**config.mk**
```make
export PLATFORM = sky130hd
export DESIGN_NAME = exu_top
export DESIGN_NICKNAME = d
export VERILOG_FILES = /design/src/exu_pkg.sv /design/src/exu_decode.sv /design/src/exu_regfile.sv /design/src/exu_execute.sv /design/src/exu_oitf.sv /design/src/exu_wbck.sv /design/src/exu_top.sv
export SDC_FILE = /design/constraint.sdc
export NUM_CORES = 2
export LEC_CHECK = 0
export ABC_CLOCK_PERIOD_IN_PS = 12800
export BUFFER_PORTS_ARGS = -buffer_cell sky130_fd_sc_hd__buf_2
export CAP_MARGIN = 25
export CORE_MARGIN = 1
export CORE_UTILIZATION = 50
export CTS_CLUSTER_DIAMETER = 50
export DETAILED_ROUTE_END_ITERATION = 8
export GPL_TIMING_DRIVEN = 0
export MAX_ROUTING_LAYER = met4
export PLACE_DENSITY = 0.73
export SKIP_LAST_GASP = 1
export SYNTH_ARGS = -nofsm -noshare
export SYNTH_HDL_FRONTEND = slang
export SYNTH_HIERARCHICAL = 1
export SYNTH_SLANG_ARGS = --single-unit
export TNS_END_PERCENT = 1
```
**constraint.sdc**
```tcl
create_clock -name clk -period 12.8 [get_ports clk]
set_input_delay 3.84 -clock clk [delete_from_list [all_inputs] [get_ports clk]]
set_output_delay 3.84 -clock clk [all_outputs]
set_load 0.02 [all_outputs]
```
**src/exu_pkg.sv**
```systemverilog
//////////////////////////////
// Widths and depths of the stage, RV32I major
// opcodes, the operation enum and the structs
// passed between decode, execute and write-back
//////////////////////////////
`default_nettype none

package exu_pkg;

  localparam int XLEN       = 32;
  localparam int INSTR_W    = 32;
  localparam int RFIDX_W    = 5;
  localparam int OITF_DEPTH = 4;
  localparam int ITAG_W     = 2;   // Index into the OITF

  // RV32I major opcodes handled here
  localparam logic [6:0] OPC_OP     = 7'b0110011;
  localparam logic [6:0] OPC_OP_IMM = 7'b0010011;
  localparam logic [6:0] OPC_LUI    = 7'b0110111;
  localparam logic [6:0] OPC_LOAD   = 7'b0000011;

  localparam logic [2:0] F3_LW      = 3'b010;
  localparam logic [6:0] F7_ALT     = 7'b0100000;  // SUB and SRA

  //////////////////////////////
  // Operation or instruction kind
  typedef enum logic [3:0] {
    OP_ADD,
    OP_SUB,
    OP_AND,
    OP_OR,
    OP_XOR,
    OP_SLL,
    OP_SRL,
    OP_SRA,
    OP_SLT,
    OP_SLTU,
    OP_LUI,
    OP_LOAD,
    OP_ILLEGAL
  } opcode_e;

  //////////////////////////////
  // Decoded instruction
  typedef struct packed {
    opcode_e            op;
    logic               rs1en;
    logic               rs2en;
    logic               rdwen;    // Never set for x0
    logic [RFIDX_W-1:0] rdidx;
    logic               use_imm;  // Operand b from imm
    logic [XLEN-1:0]    imm;
  } dec_info_t;

  // Load command to the load unit
  typedef struct packed {
    logic [XLEN-1:0]   addr;
    logic [ITAG_W-1:0] itag;
  } lsu_cmd_t;

  // ALU result waiting for the write port
  typedef struct packed {
    logic               valid;
    logic [RFIDX_W-1:0] rdidx;
    logic [XLEN-1:0]    wdat;
  } alu_wbck_t;

  // One register file write
  typedef struct packed {
    logic               ena;
    logic [RFIDX_W-1:0] rdidx;
    logic [XLEN-1:0]    wdat;
  } wbck_t;

endpackage

`default_nettype wire

```
**src/exu_decode.sv**
```systemverilog
//////////////////////////////
// Decoder for the OP, OP-IMM, LUI and LW
// subset of RV32I
//////////////////////////////
`default_nettype none

module exu_decode (
  input  wire logic [exu_pkg::INSTR_W-1:0] i_ir,
  output exu_pkg::dec_info_t               o_info,
  output logic [exu_pkg::RFIDX_W-1:0]      o_rs1idx,
  output logic [exu_pkg::RFIDX_W-1:0]      o_rs2idx
);
  import exu_pkg::*;

  logic [6:0]         opcode;
  logic [2:0]         funct3;
  logic [6:0]         funct7;
  logic [RFIDX_W-1:0] rd;
  logic               is_op;
  logic               is_shift;
  logic               alt_ok;    // funct3 that may carry F7_ALT
  logic               alu_ok;    // funct7 legal for this encoding
  logic               rd_used;
  opcode_e            alu_op;
  logic [XLEN-1:0]    imm_i;
  logic [XLEN-1:0]    imm_u;

  assign opcode   = i_ir[6:0];
  assign rd       = i_ir[11:7];
  assign funct3   = i_ir[14:12];
  assign funct7   = i_ir[31:25];
  assign o_rs1idx = i_ir[19:15];
  assign o_rs2idx = i_ir[24:20];

  assign imm_i = {{(XLEN-12){i_ir[31]}}, i_ir[31:20]};
  assign imm_u = {i_ir[31:12], 12'b0};

  // funct7 only matters for OP and for the immediate shifts
  assign is_op    = (opcode == OPC_OP);
  assign is_shift = (funct3 == 3'b001) || (funct3 == 3'b101);
  assign alt_ok   = (funct3 == 3'b101) || (is_op && funct3 == 3'b000);
  assign alu_ok   = (!is_op && !is_shift) || (funct7 == '0) ||
                    (funct7 == F7_ALT && alt_ok);

  always_comb begin
    case (funct3)
      3'b000:  alu_op = (is_op && funct7 == F7_ALT) ? OP_SUB : OP_ADD;
      3'b001:  alu_op = OP_SLL;
      3'b010:  alu_op = OP_SLT;
      3'b011:  alu_op = OP_SLTU;
      3'b100:  alu_op = OP_XOR;
      3'b101:  alu_op = (funct7 == F7_ALT) ? OP_SRA : OP_SRL;
      3'b110:  alu_op = OP_OR;
      default: alu_op = OP_AND;
    endcase
  end

  always_comb begin
    o_info    = '0;
    o_info.op = OP_ILLEGAL;
    rd_used   = 1'b0;
    case (opcode)
      OPC_OP, OPC_OP_IMM: begin
        if (alu_ok) begin
          o_info.op      = alu_op;
          o_info.rs1en   = 1'b1;
          o_info.rs2en   = is_op;
          o_info.use_imm = !is_op;
          o_info.imm     = imm_i;
          rd_used        = 1'b1;
        end
      end
      OPC_LUI: begin
        o_info.op      = OP_LUI;
        o_info.use_imm = 1'b1;
        o_info.imm     = imm_u;
        rd_used        = 1'b1;
      end
      OPC_LOAD: begin
        if (funct3 == F3_LW) begin
          o_info.op      = OP_LOAD;
          o_info.rs1en   = 1'b1;
          o_info.use_imm = 1'b1;
          o_info.imm     = imm_i;
          rd_used        = 1'b1;
        end
      end
      default: ;
    endcase
    // rdidx reads as zero whenever nothing is written
    o_info.rdwen = rd_used && (rd != '0);
    o_info.rdidx = o_info.rdwen ? rd : '0;
  end

endmodule

`default_nettype wire

```
**src/exu_regfile.sv**
```systemverilog
//////////////////////////////
// Integer register file, 2 read ports
// and 1 write port, x0 reads as zero
//////////////////////////////
`default_nettype none

module exu_regfile (
  input  wire logic                        clk,
  input  wire logic                        i_rst,
  input  wire logic [exu_pkg::RFIDX_W-1:0] i_rs1idx,
  input  wire logic [exu_pkg::RFIDX_W-1:0] i_rs2idx,
  output logic [exu_pkg::XLEN-1:0]         o_rs1,
  output logic [exu_pkg::XLEN-1:0]         o_rs2,
  input  wire exu_pkg::wbck_t              i_wbck
);
  import exu_pkg::*;

  logic [XLEN-1:0] rf_q [1:2**RFIDX_W-1];  // No storage for x0

  always_ff @(posedge clk) begin
    if (i_rst) begin
      for (int i = 1; i < 2**RFIDX_W; i++) begin
        rf_q[i] <= '0;
      end
    end else if (i_wbck.ena && i_wbck.rdidx != '0) begin
      rf_q[i_wbck.rdidx] <= i_wbck.wdat;
    end
  end

  // Plain reads, a write lands one edge later
  assign o_rs1 = (i_rs1idx == '0) ? '0 : rf_q[i_rs1idx];
  assign o_rs2 = (i_rs2idx == '0) ? '0 : rf_q[i_rs2idx];

endmodule

`default_nettype wire

```
**src/exu_execute.sv**
```systemverilog
//////////////////////////////
// Dispatch with hazard stalls, the
// single-cycle ALU and its result register
//////////////////////////////
`default_nettype none

module exu_execute (
  input  wire logic                        clk,
  input  wire logic                        i_rst,
  input  wire logic                        i_valid,
  input  wire exu_pkg::dec_info_t          i_info,
  input  wire logic [exu_pkg::RFIDX_W-1:0] i_rs1idx,
  input  wire logic [exu_pkg::RFIDX_W-1:0] i_rs2idx,
  input  wire logic [exu_pkg::XLEN-1:0]    i_rs1,
  input  wire logic [exu_pkg::XLEN-1:0]    i_rs2,
  input  wire logic                        i_oitf_match,
  input  wire logic                        i_oitf_full,
  input  wire logic [exu_pkg::ITAG_W-1:0]  i_oitf_ptr,
  input  wire logic                        i_lsu_cmd_ready,
  input  wire logic                        i_alu_grant,
  output logic                             o_ready,
  output logic                             o_lsu_cmd_valid,
  output exu_pkg::lsu_cmd_t                o_lsu_cmd,
  output logic                             o_oitf_alloc,
  output exu_pkg::alu_wbck_t               o_alu_wbck,
  output logic                             o_ilegl
);
  import exu_pkg::*;

  logic               is_load;
  logic               is_alu;
  logic               src_hit;   // Source waits on the pending result
  logic               rd_hit;    // Load would overtake the pending result
  logic               alu_busy;
  logic               load_ok;
  logic               accept;
  logic [XLEN-1:0]    op_b;
  logic [XLEN-1:0]    alu_res;
  logic               res_vld_q;
  logic [RFIDX_W-1:0] res_rd_q;
  logic [XLEN-1:0]    res_dat_q;

  assign is_load = (i_info.op == OP_LOAD);
  assign is_alu  = !is_load && (i_info.op != OP_ILLEGAL);

  //////////////////////////////
  // Dispatch
  assign src_hit  = res_vld_q &&
                    ((i_info.rs1en && i_rs1idx == res_rd_q) ||
                     (i_info.rs2en && i_rs2idx == res_rd_q));
  assign rd_hit   = res_vld_q && i_info.rdwen && (i_info.rdidx == res_rd_q);
  assign alu_busy = res_vld_q && !i_alu_grant;

  assign load_ok = is_load && !i_oitf_match && !src_hit && !rd_hit && !i_oitf_full;

  always_comb begin
    if (is_load) begin
      o_ready = load_ok && i_lsu_cmd_ready;  // Held until the load unit takes it
    end else begin
      o_ready = !i_oitf_match && !src_hit && !(is_alu && alu_busy);
    end
  end

  assign accept          = i_valid && o_ready;
  assign o_lsu_cmd_valid = i_valid && load_ok;
  assign o_oitf_alloc    = accept && is_load;
  assign o_ilegl         = accept && (i_info.op == OP_ILLEGAL);

  //////////////////////////////
  // ALU, the adder also forms load addresses
  assign op_b = i_info.use_imm ? i_info.imm : i_rs2;

  always_comb begin
    case (i_info.op)
      OP_ADD, OP_LOAD: alu_res = i_rs1 + op_b;
      OP_SUB:          alu_res = i_rs1 - op_b;
      OP_AND:          alu_res = i_rs1 & op_b;
      OP_OR:           alu_res = i_rs1 | op_b;
      OP_XOR:          alu_res = i_rs1 ^ op_b;
      OP_SLL:          alu_res = i_rs1 << op_b[4:0];
      OP_SRL:          alu_res = i_rs1 >> op_b[4:0];
      OP_SRA:          alu_res = $signed(i_rs1) >>> op_b[4:0];
      OP_SLT:          alu_res = XLEN'($signed(i_rs1) < $signed(op_b));
      OP_SLTU:         alu_res = XLEN'(i_rs1 < op_b);
      OP_LUI:          alu_res = op_b;
      default:         alu_res = '0;
    endcase
  end

  assign o_lsu_cmd.addr = alu_res;
  assign o_lsu_cmd.itag = i_oitf_ptr;

  // Result register, a new fill wins over the grant
  always_ff @(posedge clk) begin
    if (i_rst) begin
      res_vld_q <= 1'b0;
    end else if (accept && is_alu) begin
      res_vld_q <= i_info.rdwen;
    end else if (i_alu_grant) begin
      res_vld_q <= 1'b0;
    end
  end

  always_ff @(posedge clk) begin
    if (accept && is_alu) begin
      res_rd_q  <= i_info.rdidx;
      res_dat_q <= alu_res;
    end
  end

  assign o_alu_wbck.valid = res_vld_q;
  assign o_alu_wbck.rdidx = res_rd_q;
  assign o_alu_wbck.wdat  = res_dat_q;

endmodule

`default_nettype wire

```
**src/exu_oitf.sv**
```systemverilog
//////////////////////////////
// Table of outstanding loads, kept
// in issue order, with dependency match
//////////////////////////////
`default_nettype none

module exu_oitf (
  input  wire logic                        clk,
  input  wire logic                        i_rst,
  input  wire logic                        i_alloc,
  input  wire logic [exu_pkg::RFIDX_W-1:0] i_alloc_rdidx,
  input  wire logic [exu_pkg::RFIDX_W-1:0] i_rs1idx,
  input  wire logic [exu_pkg::RFIDX_W-1:0] i_rs2idx,
  input  wire logic                        i_rs1en,
  input  wire logic                        i_rs2en,
  input  wire logic [exu_pkg::RFIDX_W-1:0] i_rdidx,
  input  wire logic                        i_ret,
  output logic                             o_match,
  output logic                             o_full,
  output logic [exu_pkg::ITAG_W-1:0]       o_ptr,
  output logic [exu_pkg::RFIDX_W-1:0]      o_ret_rdidx
);
  import exu_pkg::*;

  logic [RFIDX_W-1:0]    rd_q [OITF_DEPTH];
  logic [OITF_DEPTH-1:0] vld_q;
  logic [OITF_DEPTH-1:0] vld_nxt;
  logic [OITF_DEPTH-1:0] hit;
  logic [ITAG_W:0]       alc_q;   // Wrap bit on top of the index
  logic [ITAG_W:0]       ret_q;

  // Step an index, toggling the wrap bit at the last entry
  function automatic logic [ITAG_W:0] ptr_next(input logic [ITAG_W:0] p);
    if (p[ITAG_W-1:0] == ITAG_W'(OITF_DEPTH-1)) begin
      return {~p[ITAG_W], {ITAG_W{1'b0}}};
    end
    return p + 1'b1;
  endfunction

  always_comb begin
    vld_nxt = vld_q;
    if (i_ret) begin
      vld_nxt[ret_q[ITAG_W-1:0]] = 1'b0;
    end
    if (i_alloc) begin
      vld_nxt[alc_q[ITAG_W-1:0]] = 1'b1;
    end
  end

  always_ff @(posedge clk) begin
    if (i_rst) begin
      alc_q <= '0;
      ret_q <= '0;
      vld_q <= '0;
    end else begin
      if (i_alloc) alc_q <= ptr_next(alc_q);
      if (i_ret)   ret_q <= ptr_next(ret_q);
      vld_q <= vld_nxt;
    end
  end

  always_ff @(posedge clk) begin
    if (i_alloc) begin
      rd_q[alc_q[ITAG_W-1:0]] <= i_alloc_rdidx;
    end
  end

  //////////////////////////////
  // Dependency match, x0 never blocks
  always_comb begin
    for (int i = 0; i < OITF_DEPTH; i++) begin
      hit[i] = vld_q[i] && (rd_q[i] != '0) &&
               ((i_rs1en && i_rs1idx == rd_q[i]) ||
                (i_rs2en && i_rs2idx == rd_q[i]) ||
                (i_rdidx == rd_q[i]));
    end
  end

  assign o_match     = |hit;
  assign o_full      = (alc_q[ITAG_W-1:0] == ret_q[ITAG_W-1:0]) &&
                       (alc_q[ITAG_W] != ret_q[ITAG_W]);
  assign o_ptr       = alc_q[ITAG_W-1:0];
  assign o_ret_rdidx = rd_q[ret_q[ITAG_W-1:0]];  // Oldest load

endmodule

`default_nettype wire

```
**src/exu_wbck.sv**
```systemverilog
//////////////////////////////
// Final write-back, load returns
// first, then the ALU result
//////////////////////////////
`default_nettype none

module exu_wbck (
  input  wire logic                        i_lsu_wbck_valid,
  input  wire logic [exu_pkg::XLEN-1:0]    i_lsu_wbck_wdat,
  input  wire logic [exu_pkg::RFIDX_W-1:0] i_ret_rdidx,
  input  wire exu_pkg::alu_wbck_t          i_alu_wbck,
  output logic                             o_alu_grant,
  output exu_pkg::wbck_t                   o_wbck
);
  import exu_pkg::*;

  // ALU result waits whenever a load comes back
  assign o_alu_grant = i_alu_wbck.valid && !i_lsu_wbck_valid;

  always_comb begin
    if (i_lsu_wbck_valid) begin
      o_wbck.ena   = (i_ret_rdidx != '0);  // Load to x0 is dropped
      o_wbck.rdidx = i_ret_rdidx;
      o_wbck.wdat  = i_lsu_wbck_wdat;
    end else begin
      o_wbck.ena   = i_alu_wbck.valid;
      o_wbck.rdidx = i_alu_wbck.rdidx;
      o_wbck.wdat  = i_alu_wbck.wdat;
    end
  end

endmodule

`default_nettype wire

```
**src/exu_top.sv**
```systemverilog
//////////////////////////////
// Top of the execution stage
//////////////////////////////
`default_nettype none

module exu_top (
  input  wire logic                        clk,
  input  wire logic                        i_rst,
  input  wire logic                        i_valid,
  output logic                             o_ready,
  input  wire logic [exu_pkg::INSTR_W-1:0] i_ir,
  output logic                             o_lsu_cmd_valid,
  input  wire logic                        i_lsu_cmd_ready,
  output exu_pkg::lsu_cmd_t                o_lsu_cmd,
  input  wire logic                        i_lsu_wbck_valid,
  input  wire logic [exu_pkg::XLEN-1:0]    i_lsu_wbck_wdat,
  output exu_pkg::wbck_t                   o_wbck,
  output logic                             o_ilegl
);
  import exu_pkg::*;

  dec_info_t          dec_info;
  logic [RFIDX_W-1:0] dec_rs1idx;
  logic [RFIDX_W-1:0] dec_rs2idx;
  logic [XLEN-1:0]    rf_rs1;
  logic [XLEN-1:0]    rf_rs2;
  logic               oitf_match;
  logic               oitf_full;
  logic [ITAG_W-1:0]  oitf_ptr;
  logic               oitf_alloc;
  logic [RFIDX_W-1:0] oitf_ret_rdidx;
  alu_wbck_t          alu_wbck;
  logic               alu_grant;

  //////////////////////////////
  // Decode and operand read
  exu_decode u_decode (
    .i_ir     (i_ir),
    .o_info   (dec_info),
    .o_rs1idx (dec_rs1idx),
    .o_rs2idx (dec_rs2idx)
  );

  exu_regfile u_regfile (
    .clk      (clk),
    .i_rst    (i_rst),
    .i_rs1idx (dec_rs1idx),
    .i_rs2idx (dec_rs2idx),
    .o_rs1    (rf_rs1),
    .o_rs2    (rf_rs2),
    .i_wbck   (o_wbck)     // Same write as the output
  );

  //////////////////////////////
  // Dispatch, ALU and load tracking
  exu_execute u_execute (
    .clk             (clk),
    .i_rst           (i_rst),
    .i_valid         (i_valid),
    .i_info          (dec_info),
    .i_rs1idx        (dec_rs1idx),
    .i_rs2idx        (dec_rs2idx),
    .i_rs1           (rf_rs1),
    .i_rs2           (rf_rs2),
    .i_oitf_match    (oitf_match),
    .i_oitf_full     (oitf_full),
    .i_oitf_ptr      (oitf_ptr),
    .i_lsu_cmd_ready (i_lsu_cmd_ready),
    .i_alu_grant     (alu_grant),
    .o_ready         (o_ready),
    .o_lsu_cmd_valid (o_lsu_cmd_valid),
    .o_lsu_cmd       (o_lsu_cmd),
    .o_oitf_alloc    (oitf_alloc),
    .o_alu_wbck      (alu_wbck),
    .o_ilegl         (o_ilegl)
  );

  exu_oitf u_oitf (
    .clk           (clk),
    .i_rst         (i_rst),
    .i_alloc       (oitf_alloc),
    .i_alloc_rdidx (dec_info.rdidx),
    .i_rs1idx      (dec_rs1idx),
    .i_rs2idx      (dec_rs2idx),
    .i_rs1en       (dec_info.rs1en),
    .i_rs2en       (dec_info.rs2en),
    .i_rdidx       (dec_info.rdidx),
    .i_ret         (i_lsu_wbck_valid),  // Returns come back in order
    .o_match       (oitf_match),
    .o_full        (oitf_full),
    .o_ptr         (oitf_ptr),
    .o_ret_rdidx   (oitf_ret_rdidx)
  );

  exu_wbck u_wbck (
    .i_lsu_wbck_valid (i_lsu_wbck_valid),
    .i_lsu_wbck_wdat  (i_lsu_wbck_wdat),
    .i_ret_rdidx      (oitf_ret_rdidx),
    .i_alu_wbck       (alu_wbck),
    .o_alu_grant      (alu_grant),
    .o_wbck           (o_wbck)
  );

endmodule

`default_nettype wire

```
== After elaboration in Yosys (flattened, before gate mapping) ==
Memory sizes are Yosys's and may differ from the RTL's. A register that Yosys moved wholly into a read port is not among the register bits.
Cells that the tools add are included.
Cells by class
  $add $sub $neg: 4
  $lt $le $gt $ge: 6
  eq/ne operators: 43
  shift-type cells: 3
  mux-type cells: 51
  bitwise logic cells: 8
  reduce and logical (&&, ||, !) cells: 86
Operator list (number)
  $pmux W32 S11: 1
  $mux W32: 4
  $pmux W33 S3: 1
  $eq A5 B5 Y1: 15
  $mux W33: 2
  $lt A32 B32 Y1: 2
  $logic_and A1 B1 Y1: 46
  $mux W38: 1
  $reduce_bool A5 Y1: 7
  $add A32 B32 Y32: 1
  $and A32 B32 Y32: 1
  $or A32 B32 Y32: 1
  $reduce_or A32 Y1: 1
  $shl A32 B5 Y32: 1
  $shr A32 B5 Y32: 1
  $sshr A32 B5 Y32: 1
  $sub A32 B32 Y32: 1
  $xor A32 B32 Y32: 1
  $pmux W4 S7: 1
  $mux W1: 24
  $eq A7 B6 Y1 const B: 3
  $eq A4 B4 Y1 const B: 5
  $eq A4 B3 Y1 const B: 4
  $logic_or A1 B1 Y1: 13
  35 further kinds: 63
Storage, ports and cells
  register bits after elaboration: 48
  memory bits (writable): 1012
  input bits: 69
  output and inout port bits: 75
  logic and storage cells: 209
  memories kept: 2
Memory list
  u_regfile.rf_q: words 31, width 32, rd ports 2, clocked after Yosys merged registers in 0, write ports 31, line exu_regfile.sv:18  | logic [XLEN-1:0] rf_q [1:2**RFIDX_W-1];
  u_oitf.rd_q: words 4, width 5, rd ports 5, clocked after Yosys merged registers in 1, write ports 1, line exu_oitf.sv:25  | logic [RFIDX_W-1:0] rd_q [OITF_DEPTH];

== Logic depth before layout (Yosys ltp) ==
  depth in word-level cells: 26
  depth in mapped cells: 27
  gate-level depth less buffers: 18

== Hierarchy ==
Netlist, hierarchy kept.
Modules (own cells, without submodules)
  exu_regfile: times used 1, cells an instance 3765, area each 54631.1 µm², sequential area each 30749.5 µm²
  exu_execute: times used 1, cells an instance 1538, area each 11125.7 µm², sequential area each 1131.1 µm²
  exu_oitf: times used 1, cells an instance 189, area each 2043.2 µm², sequential area each 840.8 µm²
  exu_decode: times used 1, cells an instance 131, area each 862.1 µm², sequential area each 0.0 µm²
  exu_wbck: times used 1, cells an instance 46, area each 486.7 µm², sequential area each 0.0 µm²

== Worst setup path before layout ==
Ideal clock, no wire load.
  path type: in2out
  from: input i_ir[22] (netlist bit)
  to: output o_lsu_cmd[32] (netlist bit)
  arrival time: 9065 ps
  required time: 8960 ps
  setup slack: -105 ps
  stages on the path: 23
  buffers on the path: 7
  cell sequence: buf_4 > buf_2 > buf_2 > clkbuf_1 > mux4_2 > a22o_1 > a2111oi_0 > nor3_1 > mux2i_1 > inv_1 > clkbuf_1 > clkbuf_1 > buf_1 > ha_1 > o211ai_1 > a21oi_1 > o21a_1 > a31oi_1 > a21oi_1 > a2111oi_0 > a21oi_1 > a21boi_0 > o21ai_0
RTL lines
  from (decl): line exu_top.sv:11  | input wire logic [exu_pkg::INSTR_W-1:0] i_ir,
  to (decl): line exu_top.sv:14  | output exu_pkg::lsu_cmd_t o_lsu_cmd,

==> impl_metrics.csv <==
group,metric,value,unit
sta,fin_worst_skew,0.0396,ns
sta,setup_viol,30,
power_and_ir_drop,p_sw,3550,uW
place,dp.cells,7786,
floorplanning,fp.dieH,374,um
min_path,hold_end,"u_oitf/vld_q[3]",
sta,finalMaxSlewViolations,0,
worst_setup_path,r2r_setup_slack,7.36,ns
floorplanning,die_w,374,um
synth,yosys_warnings,6,
drt,drc,0,
sta,slew_headroom,20.5,%
finish,layout.cells.non_filler,8244,
place,io_buffers,141,
clocking,cts_buffers,136,
power_and_ir_drop,seqPwrFrac,37.8,%
place,place_hpwl,255,mm
floorplanning,rows,136,
status,status,"complete, but fails checks",
grt,grt_first_pass_wirelength,470,mm
status,violations,"negative setup slack",
synth,synthTopCellsByCount,"1,081 x edfxtp_1, 1,010 x and2_1, 437 x mux2i_1",
clocking,htreeDepth,4,
sta,worst_pin_slew,1.18,ns
clocking,clk_pin_slew,0.06,ns
grt,grt_pass1_vias,55993,
grt,grt_util_all_layers,51.2,%
worst_setup_path,crit_path_start_kind,"primary input",
floorplanning,dieArea,0.140,mm2
clocking,clk_path_buf_depth,3,
drt,via_count,59192,
sta,rsz0062_at_grt,"true",
floorplanning,ios,144,
power_and_ir_drop,p_int,7370,uW
grt,antenna_found_initial,24,
min_path,hold_class,"flop to flop",
grt,gr-total-overflow,0,
synth,synth.most_common_cell,"edfxtp_1",
synth,synth_cell_types,102,
clocking,clkLatencyLatePin,0.81,ns
sta,tns,-4.93,ns
synth,yosysSeqAreaShare,47.3,%
synth,synth_area_leaders,"edfxtp_1 47%, mux4_2 12%, and2_1 9.1%, mux2i_1 6.3%, clkbuf_1 2.1%",
worst_setup_path,worst_ep_required_time,8.96,ns
worst_setup_path,rr_startpoint,"u_regfile/rf_q[14][3]",
place,gp_congestion,1.08,
synth,async_flop_share,0,%
drt,viasPerCell,7.18,
synth,synth_area,0.0691,mm2
sta,setup_ws,-0.306,ns
min_path,hold_depth,2,
worst_setup_path,arrival,9.27,ns
worst_setup_path,crit_buf_inv,9,
clocking,hold_buffers,0,
worst_setup_path,max_stage_delay,0.99,ns
power_and_ir_drop,leakagePower,0.0322,uW
synth,synth_edf_count,1081,
finish,drive_above_1_share,29.6,%
sta,fmax,76.3,MHz
synth,syn_inst,5669,
worst_setup_path,path_class,"primary input to primary output",
synth,synth_ff_type,"edfxtp_1",
worst_setup_path,crit_family,"buffers and inverters",
worst_setup_path,path_cells,"buf_2 -> buf_6 -> buf_8 -> buf_12 -> nor2b_1 -> clkbuf_4 -> clkbuf_4 -> a22oi_1 -> a21oi_1 -> nor4_2 -> buf_4 -> mux2i_1 -> buf_4 -> o21a_1 -> nor3_1 -> nor3_1 -> a221oi_1 -> a21oi_1 -> a31oi_1 -> a211o_1 -> buf_6",
power_and_ir_drop,powerDensity,128,mW/mm2
synth,synth_top_cell_by_area,"edfxtp_1",
drt,drt_iter0_drc,9873,
finish,nNetsFinal,6507,
clocking,clockRootBuffer,"clkbuf_16",
run,cap_violations,0,
power_and_ir_drop,switching_share,32.5,%
drt,postRouteAntennaNets,0,
floorplanning,start_util,50.4,%
drt,wirelength,351,mm
power_and_ir_drop,p_clk_share,35.5,%
clocking,cts_tree,"yes",
finish,area_delta_synth_final,23.1,%
place,placed_area,0.0742,mm2
power_and_ir_drop,peakVddDrop,124,uV
grt,grt_max_degree,33,
sta,fin_crit_sh,102,%
synth,syn_area_per_cell,12.2,um2
power_and_ir_drop,combPwrFrac,26.7,%
worst_setup_path,crit_fanout,10,
sta,hold_violations,0,
clocking,cts.sinks,1094,
sta,min_period,13.11,ns
finish,utilization,62.0,%
drt,dr.pass1.iters,6,
drt,post_drt_wl_per_cell,42.6,um
worst_setup_path,crit_slowest_cell,"nor4_2",
synth,synth_seq_cells,1094,
synth,synth_top_area_share,46.9,%
worst_setup_path,rr_endpoint,"u_execute/res_dat_q[12]",
worst_setup_path,endpoint_kind,"primary output",
worst_setup_path,r2r_cells,18,
finish,finalInstanceArea,0.0851,mm2
min_path,hp-start,"u_oitf/vld_q[3]",
floorplanning,core,0.137,mm2
## worst reg2reg max path: stages (launching register included)
cell	delay [ns]
edfxtp_1	0.42
mux4_2	0.50
a22o_4	0.30
a2111oi_4	0.56
nor3_2	0.19
mux2i_1	0.26
buf_4	0.25
clkinvlp_4	0.22
clkbuf_16	0.23
ha_4	0.19
o211ai_1	0.26
a21oi_4	0.07
buf_6	0.13
o211ai_1	0.28
a31oi_2	0.19
a221o_1	0.33
a2111o_1	0.49
buf_4	0.19
buf_4	0.13
## through the flow
stage               hold WS, ns  setup WS (ns)  power (uW)
finish                    0.496         -0.306       10900
global route              0.525         -0.200       11100
CTS                       0.499         -0.303       10600
detailed placement        0.485          -4.55        6470
global placement          0.463          -6.21        6390
floorplan                 0.433         0.0157        5430
## flip-flops by register name (all words and copies together) (netlist names), named ones only
signal               flops
u_execute/res_vld_q      1
u_oitf/rd_q             20
u_oitf/vld_q             4
u_execute/res_dat_q     32
u_execute/res_rd_q       5
u_regfile/rf_q        1024
u_oitf/ret_q             3
u_oitf/alc_q             3
## area by class of cell
cell class / count / area [um2]
Timing Repair Buffer: 514 / 4540
Inverter: 106 / 458
Antenna cell: 21 / 52.6
Fill cell: 10748 / 52200
Multi-Input combinational cell: 3942 / 36500
Sequential cell: 1094 / 32700
Clock inverter: 82 / 895
Clock buffer: 158 / 3590
Tap cell: 1794 / 2240
Buffer: 533 / 4080
## layer usage
layer  global-route usage [%]  vias to the layer above  part of all wire [%]  wire [um]
met3                     19.6                     1672                    14      50300
met5                        -                        -                     0          0
li1                         -                    22881                     -          -
met4                     42.8                        0                    11      39100
met2                     72.9                     5505                    42     149000
met1                     56.6                    29134                    32     113000
## cell usage in the layout, fill, tap and decap left out, drive strengths merged, types with 154 or more instances in the layout
cell / n
o21ai: 154
and2: 1010
a21oi: 227
mux4: 385
edfxtp: 1081
mux2i: 439
buf: 690
clkbuf: 509
nand2: 183
nor2: 188
## logic make-up (layout without fill, tap and decap cells)
family | Yosys count | count (layout) | share of synthesized area [%]
AO/OA/AOI/OAI | 1019 | 1019 | 10.2
XOR/XNOR | 85 | 85 | 1.08
adder cells (fa/ha/maj) | 111 | 111 | 2.03
buffers and inverters | 664 | 1393 | 4.30
flip-flops | 1094 | 1094 | 47.3
multiplexers | 912 | 912 | 20.4
other | 1 | 53 | 0.00542
AND/OR/NAND/NOR | 1783 | 1783 | 14.8
## power by group through the flow
stage,Sequential (uW),Clock [uW],Combinational [uW]
floorplan,4170,0,1260
finish,4130,3870,2920
global placement,4190,0,2190
CTS,4120,3870,2580
global route,4140,4000,2940
detailed placement,4200,0,2280
## worst max-delay path by stage
stage             start             to  slack, ns  cells past startpoint
6_report       i_ir[16]  o_lsu_cmd[31]      -0.31                     21
5_1_grt        i_ir[22]  o_lsu_cmd[27]      -0.20                     23
4_1_cts        i_ir[20]  o_lsu_cmd[32]      -0.30                     26
3_5_place_dp   i_ir[22]  o_lsu_cmd[32]      -4.55                     25
3_3_place_gp   i_ir[22]  o_lsu_cmd[32]      -6.21                     25
2_1_floorplan  i_ir[22]  o_lsu_cmd[12]       0.02                     24
## what timing repair did
action                                  4_1_cts  5_1_grt
endpoints found under the setup margin       32       32
resized for setup                           785      377
buffers inserted                             88      124
gates cloned                                  2        3
pin swaps                                    83      107
(Power assumes the default switching activity.)
